==> src/logic/csr_pkg.sv <==
package csr_pkg;

    // exception cause as carried down the pipe
    typedef enum logic [2:0] {
        EXC_NONE,
        EXC_ADEF,
        EXC_ALE,
        EXC_SYS,
        EXC_BRK,
        EXC_INE
    } exc_cause_e;

    // estat ecodes
    localparam logic [5:0] ECODE_ADEF = 6'h08;
    localparam logic [5:0] ECODE_ALE  = 6'h09;
    localparam logic [5:0] ECODE_SYS  = 6'h0b;
    localparam logic [5:0] ECODE_BRK  = 6'h0c;
    localparam logic [5:0] ECODE_INE  = 6'h0d;

    // csr numbers
    localparam logic [13:0] CSR_CRMD   = 14'h000;
    localparam logic [13:0] CSR_PRMD   = 14'h001;
    localparam logic [13:0] CSR_ESTAT  = 14'h005;
    localparam logic [13:0] CSR_ERA    = 14'h006;
    localparam logic [13:0] CSR_EENTRY = 14'h00c;
    localparam logic [13:0] CSR_SAVE0  = 14'h030;
    localparam logic [13:0] CSR_SAVE1  = 14'h031;
    localparam logic [13:0] CSR_SAVE2  = 14'h032;
    localparam logic [13:0] CSR_SAVE3  = 14'h033;

    // da = 1, plv = 0, ie = 0
    localparam logic [31:0] CRMD_RESET = 32'h0000_0008;

    // bits software may change through csrwr / csrxchg
    localparam logic [31:0] CRMD_WMASK   = 32'h0000_01ff;
    localparam logic [31:0] PRMD_WMASK   = 32'h0000_0007;
    localparam logic [31:0] ESTAT_WMASK  = 32'h0000_0003; // sw interrupt bits only
    localparam logic [31:0] EENTRY_WMASK = 32'hffff_ffc0;

    // plv and ie live in the low three bits of crmd and prmd
    localparam int PLV_IE_W = 3;

endpackage

==> src/logic/pipe_pkg.sv <==
package pipe_pkg;

    // bundle handed over by the memory stage
    typedef struct packed {
        logic                  rf_we;
        logic [4:0]            rf_waddr;
        logic [31:0]           rf_wdata;
        logic [31:0]           pc;
        logic                  csr_re;
        logic                  csr_we;
        logic [13:0]           csr_num;
        logic [31:0]           csr_wmask;
        logic [31:0]           csr_wvalue;
        logic                  ertn;
        csr_pkg::exc_cause_e   exc;
        logic [8:0]            esubcode;
    } mem_to_wb_t;

    // retired write that doubles as the register file write port
    typedef struct packed {
        logic [31:0] pc;
        logic        we;
        logic [4:0]  wnum;
        logic [31:0] wdata;
    } wb_trace_t;

    // flush request towards fetch
    typedef struct packed {
        logic        valid;
        logic [31:0] pc;
    } redirect_t;

    typedef struct packed {
        logic        re;
        logic        we;
        logic [13:0] num;
        logic [31:0] wmask;
        logic [31:0] wvalue;
    } csr_cmd_t;

    typedef struct packed {
        logic        ex;
        logic [5:0]  ecode;
        logic [8:0]  esubcode;
        logic [31:0] pc;
        logic        ertn;
    } exc_cmd_t;

endpackage

==> src/logic/commit_top.sv <==
`timescale 1ns/100ps

module commit_top (
    input  logic                  clk,
    input  logic                  resetn,
    input  logic                  mem_valid,
    input  pipe_pkg::mem_to_wb_t  mem_bus,
    input  logic [4:0]            rf_raddr,
    output logic                  wb_allowin,
    output pipe_pkg::wb_trace_t   trace,
    output pipe_pkg::redirect_t   redirect,
    output logic [31:0]           rf_rdata
);

    pipe_pkg::csr_cmd_t csr_cmd;
    pipe_pkg::exc_cmd_t exc_cmd;
    logic [31:0]        csr_rvalue;

    wb_stage u_wb_stage (
        .clk        (clk),
        .resetn     (resetn),
        .mem_valid  (mem_valid),
        .mem_bus    (mem_bus),
        .csr_rvalue (csr_rvalue),
        .wb_allowin (wb_allowin),
        .trace      (trace),
        .csr_cmd    (csr_cmd),
        .exc_cmd    (exc_cmd)
    );

    csr_file u_csr_file (
        .clk        (clk),
        .resetn     (resetn),
        .csr_cmd    (csr_cmd),
        .exc_cmd    (exc_cmd),
        .csr_rvalue (csr_rvalue),
        .redirect   (redirect)
    );

    // trace doubles as the write port
    reg_file u_reg_file (
        .clk   (clk),
        .trace (trace),
        .raddr (rf_raddr),
        .rdata (rf_rdata)
    );

endmodule

==> src/logic/csr_file.sv <==
`timescale 1ns/100ps

module csr_file (
    input  logic                clk,
    input  logic                resetn,
    input  pipe_pkg::csr_cmd_t  csr_cmd,
    input  pipe_pkg::exc_cmd_t  exc_cmd,
    output logic [31:0]         csr_rvalue,
    output pipe_pkg::redirect_t redirect
);

    logic [31:0] crmd;
    logic [31:0] prmd;
    logic [31:0] estat;
    logic [31:0] era;
    logic [31:0] eentry;
    logic [31:0] save0;
    logic [31:0] save1;
    logic [31:0] save2;
    logic [31:0] save3;

    // replace the masked bits that the csr implements
    function automatic logic [31:0] mwrite(
        input logic [31:0] old,
        input logic [31:0] wmask,
        input logic [31:0] wvalue,
        input logic [31:0] impl
    );
        logic [31:0] m;
        m = wmask & impl;
        return (old & ~m) | (wvalue & m);
    endfunction

    // crmd, prmd and estat carry mode state
    always_ff @(posedge clk) begin
        if (!resetn) begin
            crmd  <= csr_pkg::CRMD_RESET;
            prmd  <= 32'h0;
            estat <= 32'h0;
        end else if (exc_cmd.ex) begin
            prmd[csr_pkg::PLV_IE_W-1:0] <= crmd[csr_pkg::PLV_IE_W-1:0];
            crmd[csr_pkg::PLV_IE_W-1:0] <= '0; // kernel, interrupts off
            estat[21:16]                <= exc_cmd.ecode;
            estat[30:22]                <= exc_cmd.esubcode;
        end else if (exc_cmd.ertn) begin
            crmd[csr_pkg::PLV_IE_W-1:0] <= prmd[csr_pkg::PLV_IE_W-1:0];
        end else if (csr_cmd.we) begin
            case (csr_cmd.num)
                csr_pkg::CSR_CRMD:
                    crmd <= mwrite(crmd, csr_cmd.wmask, csr_cmd.wvalue, csr_pkg::CRMD_WMASK);
                csr_pkg::CSR_PRMD:
                    prmd <= mwrite(prmd, csr_cmd.wmask, csr_cmd.wvalue, csr_pkg::PRMD_WMASK);
                csr_pkg::CSR_ESTAT:
                    estat <= mwrite(estat, csr_cmd.wmask, csr_cmd.wvalue,
                                    csr_pkg::ESTAT_WMASK);
                default: ;
            endcase
        end
    end

    // only era of the plain data csrs is written by hardware
    always_ff @(posedge clk) begin
        if (exc_cmd.ex) begin
            era <= exc_cmd.pc;
        end else if (csr_cmd.we) begin
            case (csr_cmd.num)
                csr_pkg::CSR_ERA:
                    era <= mwrite(era, csr_cmd.wmask, csr_cmd.wvalue, 32'hffff_ffff);
                csr_pkg::CSR_EENTRY:
                    eentry <= mwrite(eentry, csr_cmd.wmask, csr_cmd.wvalue,
                                     csr_pkg::EENTRY_WMASK);
                csr_pkg::CSR_SAVE0:
                    save0 <= mwrite(save0, csr_cmd.wmask, csr_cmd.wvalue, 32'hffff_ffff);
                csr_pkg::CSR_SAVE1:
                    save1 <= mwrite(save1, csr_cmd.wmask, csr_cmd.wvalue, 32'hffff_ffff);
                csr_pkg::CSR_SAVE2:
                    save2 <= mwrite(save2, csr_cmd.wmask, csr_cmd.wvalue, 32'hffff_ffff);
                csr_pkg::CSR_SAVE3:
                    save3 <= mwrite(save3, csr_cmd.wmask, csr_cmd.wvalue, 32'hffff_ffff);
                default: ;
            endcase
        end
    end

    // unknown numbers read zero
    always_comb begin
        case (csr_cmd.num)
            csr_pkg::CSR_CRMD:   csr_rvalue = crmd;
            csr_pkg::CSR_PRMD:   csr_rvalue = prmd;
            csr_pkg::CSR_ESTAT:  csr_rvalue = estat;
            csr_pkg::CSR_ERA:    csr_rvalue = era;
            csr_pkg::CSR_EENTRY: csr_rvalue = eentry;
            csr_pkg::CSR_SAVE0:  csr_rvalue = save0;
            csr_pkg::CSR_SAVE1:  csr_rvalue = save1;
            csr_pkg::CSR_SAVE2:  csr_rvalue = save2;
            csr_pkg::CSR_SAVE3:  csr_rvalue = save3;
            default:             csr_rvalue = 32'h0;
        endcase
    end

    assign redirect.valid = exc_cmd.ex | exc_cmd.ertn;
    assign redirect.pc    = exc_cmd.ex ? eentry : era; // trap entry or return target

    // the stage must hold back csr writes of a flushing instruction
    a_no_write_on_flush: assert property (
        @(posedge clk) disable iff (!resetn)
        !(redirect.valid && csr_cmd.we)
    );

endmodule

==> src/logic/reg_file.sv <==
`timescale 1ns/100ps

module reg_file (
    input  logic                clk,
    input  pipe_pkg::wb_trace_t trace,
    input  logic [4:0]          raddr,
    output logic [31:0]         rdata
);

    logic [31:0] regs [32];

    // r0 is never written
    always_ff @(posedge clk) begin
        if (trace.we && trace.wnum != 5'd0) begin
            regs[trace.wnum] <= trace.wdata;
        end
    end

    // decode side read without bypass of the write in flight
    assign rdata = (raddr == 5'd0) ? 32'h0 : regs[raddr];

endmodule

==> src/logic/wb_stage.sv <==
`timescale 1ns/100ps

module wb_stage (
    input  logic                  clk,
    input  logic                  resetn,
    input  logic                  mem_valid,
    input  pipe_pkg::mem_to_wb_t  mem_bus,
    input  logic [31:0]           csr_rvalue,
    output logic                  wb_allowin,
    output pipe_pkg::wb_trace_t   trace,
    output pipe_pkg::csr_cmd_t    csr_cmd,
    output pipe_pkg::exc_cmd_t    exc_cmd
);

    logic                 wb_valid;
    pipe_pkg::mem_to_wb_t wb_bus;
    logic                 wb_ex;
    logic                 wb_ertn;
    logic                 flush;
    logic [5:0]           ecode;
    logic [31:0]          final_wdata;

    assign wb_allowin = 1'b1; // retire never stalls

    assign wb_ex   = wb_valid & (wb_bus.exc != csr_pkg::EXC_NONE);
    assign wb_ertn = wb_valid & wb_bus.ertn;
    assign flush   = wb_ex | wb_ertn;

    always_ff @(posedge clk) begin
        if (!resetn) begin
            wb_valid <= 1'b0;
        end else if (flush) begin
            wb_valid <= 1'b0; // drop whatever mem offers this cycle
        end else if (wb_allowin) begin
            wb_valid <= mem_valid;
        end
    end

    always_ff @(posedge clk) begin
        if (mem_valid && wb_allowin) begin
            wb_bus <= mem_bus;
        end
    end

    // cause to estat ecode
    always_comb begin
        case (wb_bus.exc)
            csr_pkg::EXC_ADEF: ecode = csr_pkg::ECODE_ADEF;
            csr_pkg::EXC_ALE:  ecode = csr_pkg::ECODE_ALE;
            csr_pkg::EXC_SYS:  ecode = csr_pkg::ECODE_SYS;
            csr_pkg::EXC_BRK:  ecode = csr_pkg::ECODE_BRK;
            csr_pkg::EXC_INE:  ecode = csr_pkg::ECODE_INE;
            default:           ecode = 6'h00;
        endcase
    end

    // csr read data replaces the carried result
    assign final_wdata = wb_bus.csr_re ? csr_rvalue : wb_bus.rf_wdata;

    always_comb begin
        trace.pc    = wb_bus.pc;
        trace.we    = wb_bus.rf_we & wb_valid;
        trace.wnum  = wb_bus.rf_waddr;
        trace.wdata = final_wdata;
    end

    always_comb begin
        csr_cmd.re     = wb_bus.csr_re;
        csr_cmd.we     = wb_bus.csr_we & wb_valid & ~flush; // exception wins
        csr_cmd.num    = wb_bus.csr_num;
        csr_cmd.wmask  = wb_bus.csr_wmask;
        csr_cmd.wvalue = wb_bus.csr_wvalue;
    end

    always_comb begin
        exc_cmd.ex       = wb_ex;
        exc_cmd.ecode    = ecode;
        exc_cmd.esubcode = wb_bus.esubcode;
        exc_cmd.pc       = wb_bus.pc;
        exc_cmd.ertn     = wb_ertn;
    end

    // a retiring instruction either traps or returns, never both
    a_ex_ertn_excl: assert property (
        @(posedge clk) disable iff (!resetn)
        !(exc_cmd.ex && exc_cmd.ertn)
    );

endmodule

==> config.mk <==
export PLATFORM = sky130hd
export DESIGN_NAME = commit_top
export DESIGN_NICKNAME = d
export VERILOG_FILES = /design/src/logic/csr_pkg.sv /design/src/logic/pipe_pkg.sv /design/src/logic/commit_top.sv /design/src/logic/csr_file.sv /design/src/logic/reg_file.sv /design/src/logic/wb_stage.sv
export SDC_FILE = /design/constraint.sdc
export NUM_CORES = 1
export LEC_CHECK = 0
export BUFFER_PORTS_ARGS = -buffer_cell sky130_fd_sc_hd__buf_2
export CORE_MARGIN = 2
export CORE_UTILIZATION = 40
export DETAILED_ROUTE_END_ITERATION = 8
export SLEW_MARGIN = 20
export SYNTH_ARGS = -nofsm -noshare
export SYNTH_HDL_FRONTEND = slang
export SYNTH_SLANG_ARGS = --single-unit
==> constraint.sdc <==
create_clock -name clk -period 5.1 [get_ports clk]
set_input_delay 0.51 -clock clk [delete_from_list [all_inputs] [get_ports clk]]
set_output_delay 0.51 -clock clk [all_outputs]
set_load 0.005 [all_outputs]
After elaboration in Yosys (flattened, before gate mapping)
Memories as Yosys holds them, arrays and structs flattened.
Cells that the tools add are included.
{ "word_totals": {"register_bits": 452, "mem_bits_rw": 1024, "input_bits": 171, "out_inout_bits": 136, "elab_cells": 124, "memories": 1} }
{ "mem_list": {"columns": ["memory", "words", "word_bits", "rd", "rd_ports_with_merged_regs", "wr", "line", "text"], "rows": [
  ["u_reg_file.regs", 32, 32, 1, 0, 1, "reg_file.sv:10", "logic [31:0] regs [32];"]
]} }
{ "classes": {"n_eq_ne": 14, "n_mux": 21, "bitwise_logic": 38, "n_reduce_logical": 25} }
{ "op_table": {"columns": ["operator", "count"], "rows": [
  ["bitwise AND 32 bit", 11],
  ["OR 32 bit", 9],
  ["one-hot mux 32 bit (9 select lines)", 1],
  ["two-way mux 32 bit", 6],
  ["two-way mux 31 bit", 3],
  ["NOT 32 bit", 2],
  ["equality test 14 x 6 -> 1 bit (second input constant)", 4],
  ["bitwise AND 32 x 2 -> 32 bit", 1],
  ["bitwise AND 32 x 3 -> 32 bit", 1],
  ["bitwise AND 32 x 9 -> 32 bit", 1],
  ["NOT 2 -> 32 bit", 1],
  ["NOT 3 -> 32 bit", 1],
  ["NOT 9 -> 32 bit", 1],
  ["equality test 14 x 3 -> 1 bit (second input constant)", 2],
  ["two-way mux 3 bit", 7],
  ["AND reduction 3 bit", 7],
  ["one-hot mux 4 bit (5 select lines)", 1],
  ["two-way mux 15 bit", 1],
  ["equality test 14 x 1 -> 1 bit (second input constant)", 1],
  ["equality test 14 x 4 -> 1 bit (second input constant)", 1],
  ["zero test 14 bit", 1],
  ["AND reduction 4 bit", 3],
  ["nonzero test 2 bit", 6],
  ["equality test 3 x 2 -> 1 bit (second input constant)", 2],
  ["13 further kinds", 24]
]} }

Logic depth before layout (Yosys ltp)
{ "depth": {"word_depth": 8, "mapped_depth": 9} }

By module
Synthesis repeated with hierarchy kept, for this count alone.
{ "unflattened": {"hier_cells": 3233, "hier_area_um2": 57081.0} }
{ "by_module_without_submodules": {"columns": ["module", "instances", "cells_each", "area_each_um2"], "rows": [
  ["reg_file", 1, 1902, 39410.3],
  ["csr_file", 1, 949, 11003.1],
  ["wb_stage", 1, 382, 6667.6]
]} }

Worst setup path after synthesis
Ideal clock, no wire load.
{ "synth_timing": {"path_kind": "reg2reg", "startpoint": "register u_wb_stage.wb_valid", "endpoint": "memory u_reg_file.regs[11][0], enable pin", "setup_time_ns": 0.468, "arrival_time_ns": 3.429, "required_time_ns": 4.632, "path_slack_ns": 1.203, "stages_incl_launch_ff": 6, "n_path_buf": 1, "synth_period_minus_slack_ns": 3.897, "path_cell_list": "dfxtp_1 -> clkbuf_1 -> nand2_1 -> inv_1 -> nand3_1 -> nor3b_1"} }
{ "synth_rtl": {"columns": ["element", "line", "text"], "rows": [
  ["from (decl)", "wb_stage.sv:15", "logic wb_valid;"],
  ["from (signal assigned)", "wb_stage.sv:35", "wb_valid <= mem_valid;"],
  ["to (decl)", "reg_file.sv:10", null]
]} }

==> reports/results.tsv <==
stage	metric	value	unit
die	design.core.area	0.137	mm^2
synth	ys_async_sr_fraction	0	%
sta	tns	0	ns
critical_path	r2r_start	u_wb_stage.csr_cmd[73]	
critical_path	setup.worst_path.start_class	register	
finish	syn_to_final_growth	19.0	%
power_and_ir_drop	p_per_area	376	mW/mm^2
power_and_ir_drop	irDropWorstVdd	398	uV
grt	antenna_found_initial	2	
die	initial_core_util	40.2	%
power_and_ir_drop	combPwrFrac	5.9	%
synth	synth_seq_cells	1401	
clock_network	clkLatencyLatePin	0.77	ns
synth	synthSimpleGateAreaFrac	4.95	%
critical_path	cp.arrival	4.13	ns
critical_path	reg2reg_setup_slack	1.34	ns
placed_design	dp.cells	4996	
min_path	holdPathEnd	u_wb_stage.csr_cmd[50]	
detailed_routing	drtAntennaViolNets	0	
detailed_routing	routed-via-count	30925	
synth	synthCells	2963	
clock_network	cts_buffer_depth	3	
synth	synthMuxAreaShare	11.0	%
clock_network	cts_repair_resize_count	0	
synth	synthTopCellsByArea	edfxtp_1 75%, mux4_2 8.9%, mux2i_1 1.8%, and2_1 1.4%, nand2_1 1.2%	
placed_design	numPortBuffers	305	
synth	synth-edff-count	1373	
placed_design	hpwl	94.9	mm
sta	rsz0062_at_grt	false	
critical_path	path_common_cell	buf_4	
critical_path	crit_path_end_kind	output pin	
die	io_pins	307	
power_and_ir_drop	seq_power_share	53.0	%
detailed_routing	drtIter0Drc	3218	
synth	syn-cell-area	0.0551	mm^2
critical_path	cp_slowest_cell	nor4bb_2	
detailed_routing	drt-pass1-iter-count	6	
sta	worst_pin_slew	1.07	ns
power_and_ir_drop	pwr-share-clk	41.1	%
synth	synth.avg_cell_area	18.6	um^2
sta	drv_slew	0	
clock_network	cts_sinks	1401	
critical_path	critical_path.max_stage_delay	0.49	ns
synth	synth_top_cell_by_area	edfxtp_1	
sta	fin_crit_sh	91.0	%
sta	finalSetupViolCount	0	
sta	fmax	216	MHz
detailed_routing	wire_per_inst	29.2	um
sta	slew_headroom	28.2	%
synth	synth_seq_area_share	75.8	%
grt	grt.total_usage	22.3	%
finish	layout-drive-gt1-share	26.4	%
min_path	hold_path.class	input port to register	
run	drv_cap	0	
sta	holdWs	0.289	ns
grt	met1_usage	30.0	%
synth	synth_compound_area_share	5.90	%
synth	synth_fa_ha_area_share	0	%
synth	synth_top_family_by_area	multiplexers	
critical_path	cp_top_family	buffers and inverters	
clock_network	cts-root-buf	clkbuf_16	
status	outcome	completed	
grt	grt_util_met3	4.60	%
clock_network	clk_pin_slew	0.06	ns
sta	hold_viol	0	
detailed_routing	wl	158	mm
sta	clock_skew	0.0310	ns
grt	grt_pass1_wl	226	mm
finish	fillers	11379	
die	die-area	0.141	mm^2
clock_network	postCtsSetupBuffers	0	
grt	globalRouteOverflowTotal	0	
detailed_routing	route.detailed.drc	0	
grt	gr-max-usage-layer	met2	
sta	fin_crit	4.64	ns
clock_network	h-tree-depth	4	
critical_path	path_max_fanout	33	
critical_path	worstSetupPathType	register to output pin	
synth	synth_most_common_cell	edfxtp_1	
clock_network	tritoncts.num_buffers	148	
power_and_ir_drop	p_int	19.2	mW
critical_path	crit_buf_inv	5	
grt	grt_max_degree	99	
synth	synth_top_area_share	74.8	%
synth	synth_ff_type	edfxtp_1	
min_path	worstHoldPathCells	1	
critical_path	critical_path_required	4.59	ns
placed_design	place.gp.congestion	0.847	
die	rows	136	
detailed_routing	viasPerCell	5.71	
die	die_y	375	um
finish	layout.nets	3686	
synth	netlist_top_cells_count	1373 x edfxtp_1, 217 x mux4_2, 179 x nand2_1	
synth	ys_types	71	
synth	synth_warnings	0	
grt	use_met2	37.0	%
critical_path	r2r_cells	7	
power_and_ir_drop	switching_share	22.2	%
critical_path	crit_chain	buf_4 -> nor4bb_2 -> buf_4 -> and4_1 -> buf_4 -> a222oi_1 -> o22ai_2 -> buf_4 -> buf_2	
min_path	worstHoldStart	mem_valid	
placed_design	dpl_cell_area	0.0595	mm^2
finish	fin_cells	5417	
die	fp.dieW	375	um
finish	design_area	0.0656	mm^2
clock_network	cts_tree	done	
critical_path	r2r_end	u_reg_file.regs[7][23]	
power_and_ir_drop	power_switching	5.47	mW
synth	synth_xor_area_share	0.0159	%
power_and_ir_drop	p_leak	22.6	nW
grt	grt_pass1_vias	31260	
## logic make-up after synthesis
group                     Yosys count
other                               2
xor gates and xnor gates            1
AOI/OAI and AO/OA                 449
buffers and inverters             263
DFF                              1401
and+or+nand+nor                   516
muxes                             331
## worst register-to-register path, cell delays in order (launching register included)
cell	delay, ns
edfxtp_1	0.41
nor4_4	0.65
nand3_4	0.41
o21ai_0	0.36
nand2_2	0.32
buf_4	0.39
a22oi_2	0.60
buf_4	0.42
## layer usage
metal  up-vias  part of all wire (%)
met5         -                     0
met3       244                   7.3
li1      13087                     -
met2      1282                    49
met1     16312                    41
met4         0                   2.5
## through the flow
stage,utilization [%],power (mW),setup slack [ns]
detailed placement,43.4,14.7,1.09
floorplan,-,14.0,1.20
global placement,43.4,14.7,1.05
CTS,47.8,24.9,0.386
finish,47.8,24.7,0.461
global route,47.8,25.4,0.257
## layout make-up
type | count | area (um^2) | area share [%]
antenna | 2 | 5.00 | 0.00763
clock buffer | 183 | 3880 | 5.91
clock inverter | 73 | 559 | 0.853
inverter | 38 | 143 | 0.217
multi-input combinational | 1330 | 12700 | 19.4
sequential | 1401 | 41800 | 63.7
tap | 1794 | 2240 | 3.42
timing repair buffer | 596 | 4260 | 6.50
## power by group through the flow
stage | logic [mW] | registers, mW | clock network [mW]
2_1_floorplan | 0.762 | 13.2 | 0
3_3_place_gp | 1.37 | 13.3 | 0
3_5_place_dp | 1.38 | 13.3 | 0
4_1_cts | 1.48 | 13.1 | 10.3
5_1_grt | 1.58 | 13.1 | 10.7
6_report | 1.47 | 13.1 | 10.1
## cell usage in the layout (no fill, tap or decap), drive strengths merged, types with 28 or more instances in the layout
master	n
edfxtp	1373
buf	433
mux4	217
clkbuf	183
nand2	180
dlygate4sd3	163
and2	122
mux2i	99
a22oi	88
o22ai	77
nand3	54
clkinv	54
a21oi	50
inv	46
nor2	46
and3	37
conb	33
a21boi	31
a21o	29
a22o	28
a211oi	28
dfxtp	28
## timing repair
action,4_1_cts,5_1_grt
endpoints found under the setup margin,0,0
hold buffers,163,0
hold endpoints to repair,163,0
## how the worst max path moves through the flow
stage	depth (start not counted)	start	slack (ns)	to
floorplan	5	u_wb_stage.wb_valid	1.20	u_reg_file.regs[11][0]
finish	9	u_wb_stage.csr_cmd[64]	0.46	trace[20]
CTS	8	u_wb_stage.csr_cmd[73]	0.39	trace[20]
detailed placement	7	rf_raddr[1]	1.09	rf_rdata[8]
global route	7	u_wb_stage.csr_cmd[73]	0.26	trace[23]
global placement	7	rf_raddr[1]	1.05	rf_rdata[8]
Note: power is estimated with default switching activity, not from simulation.
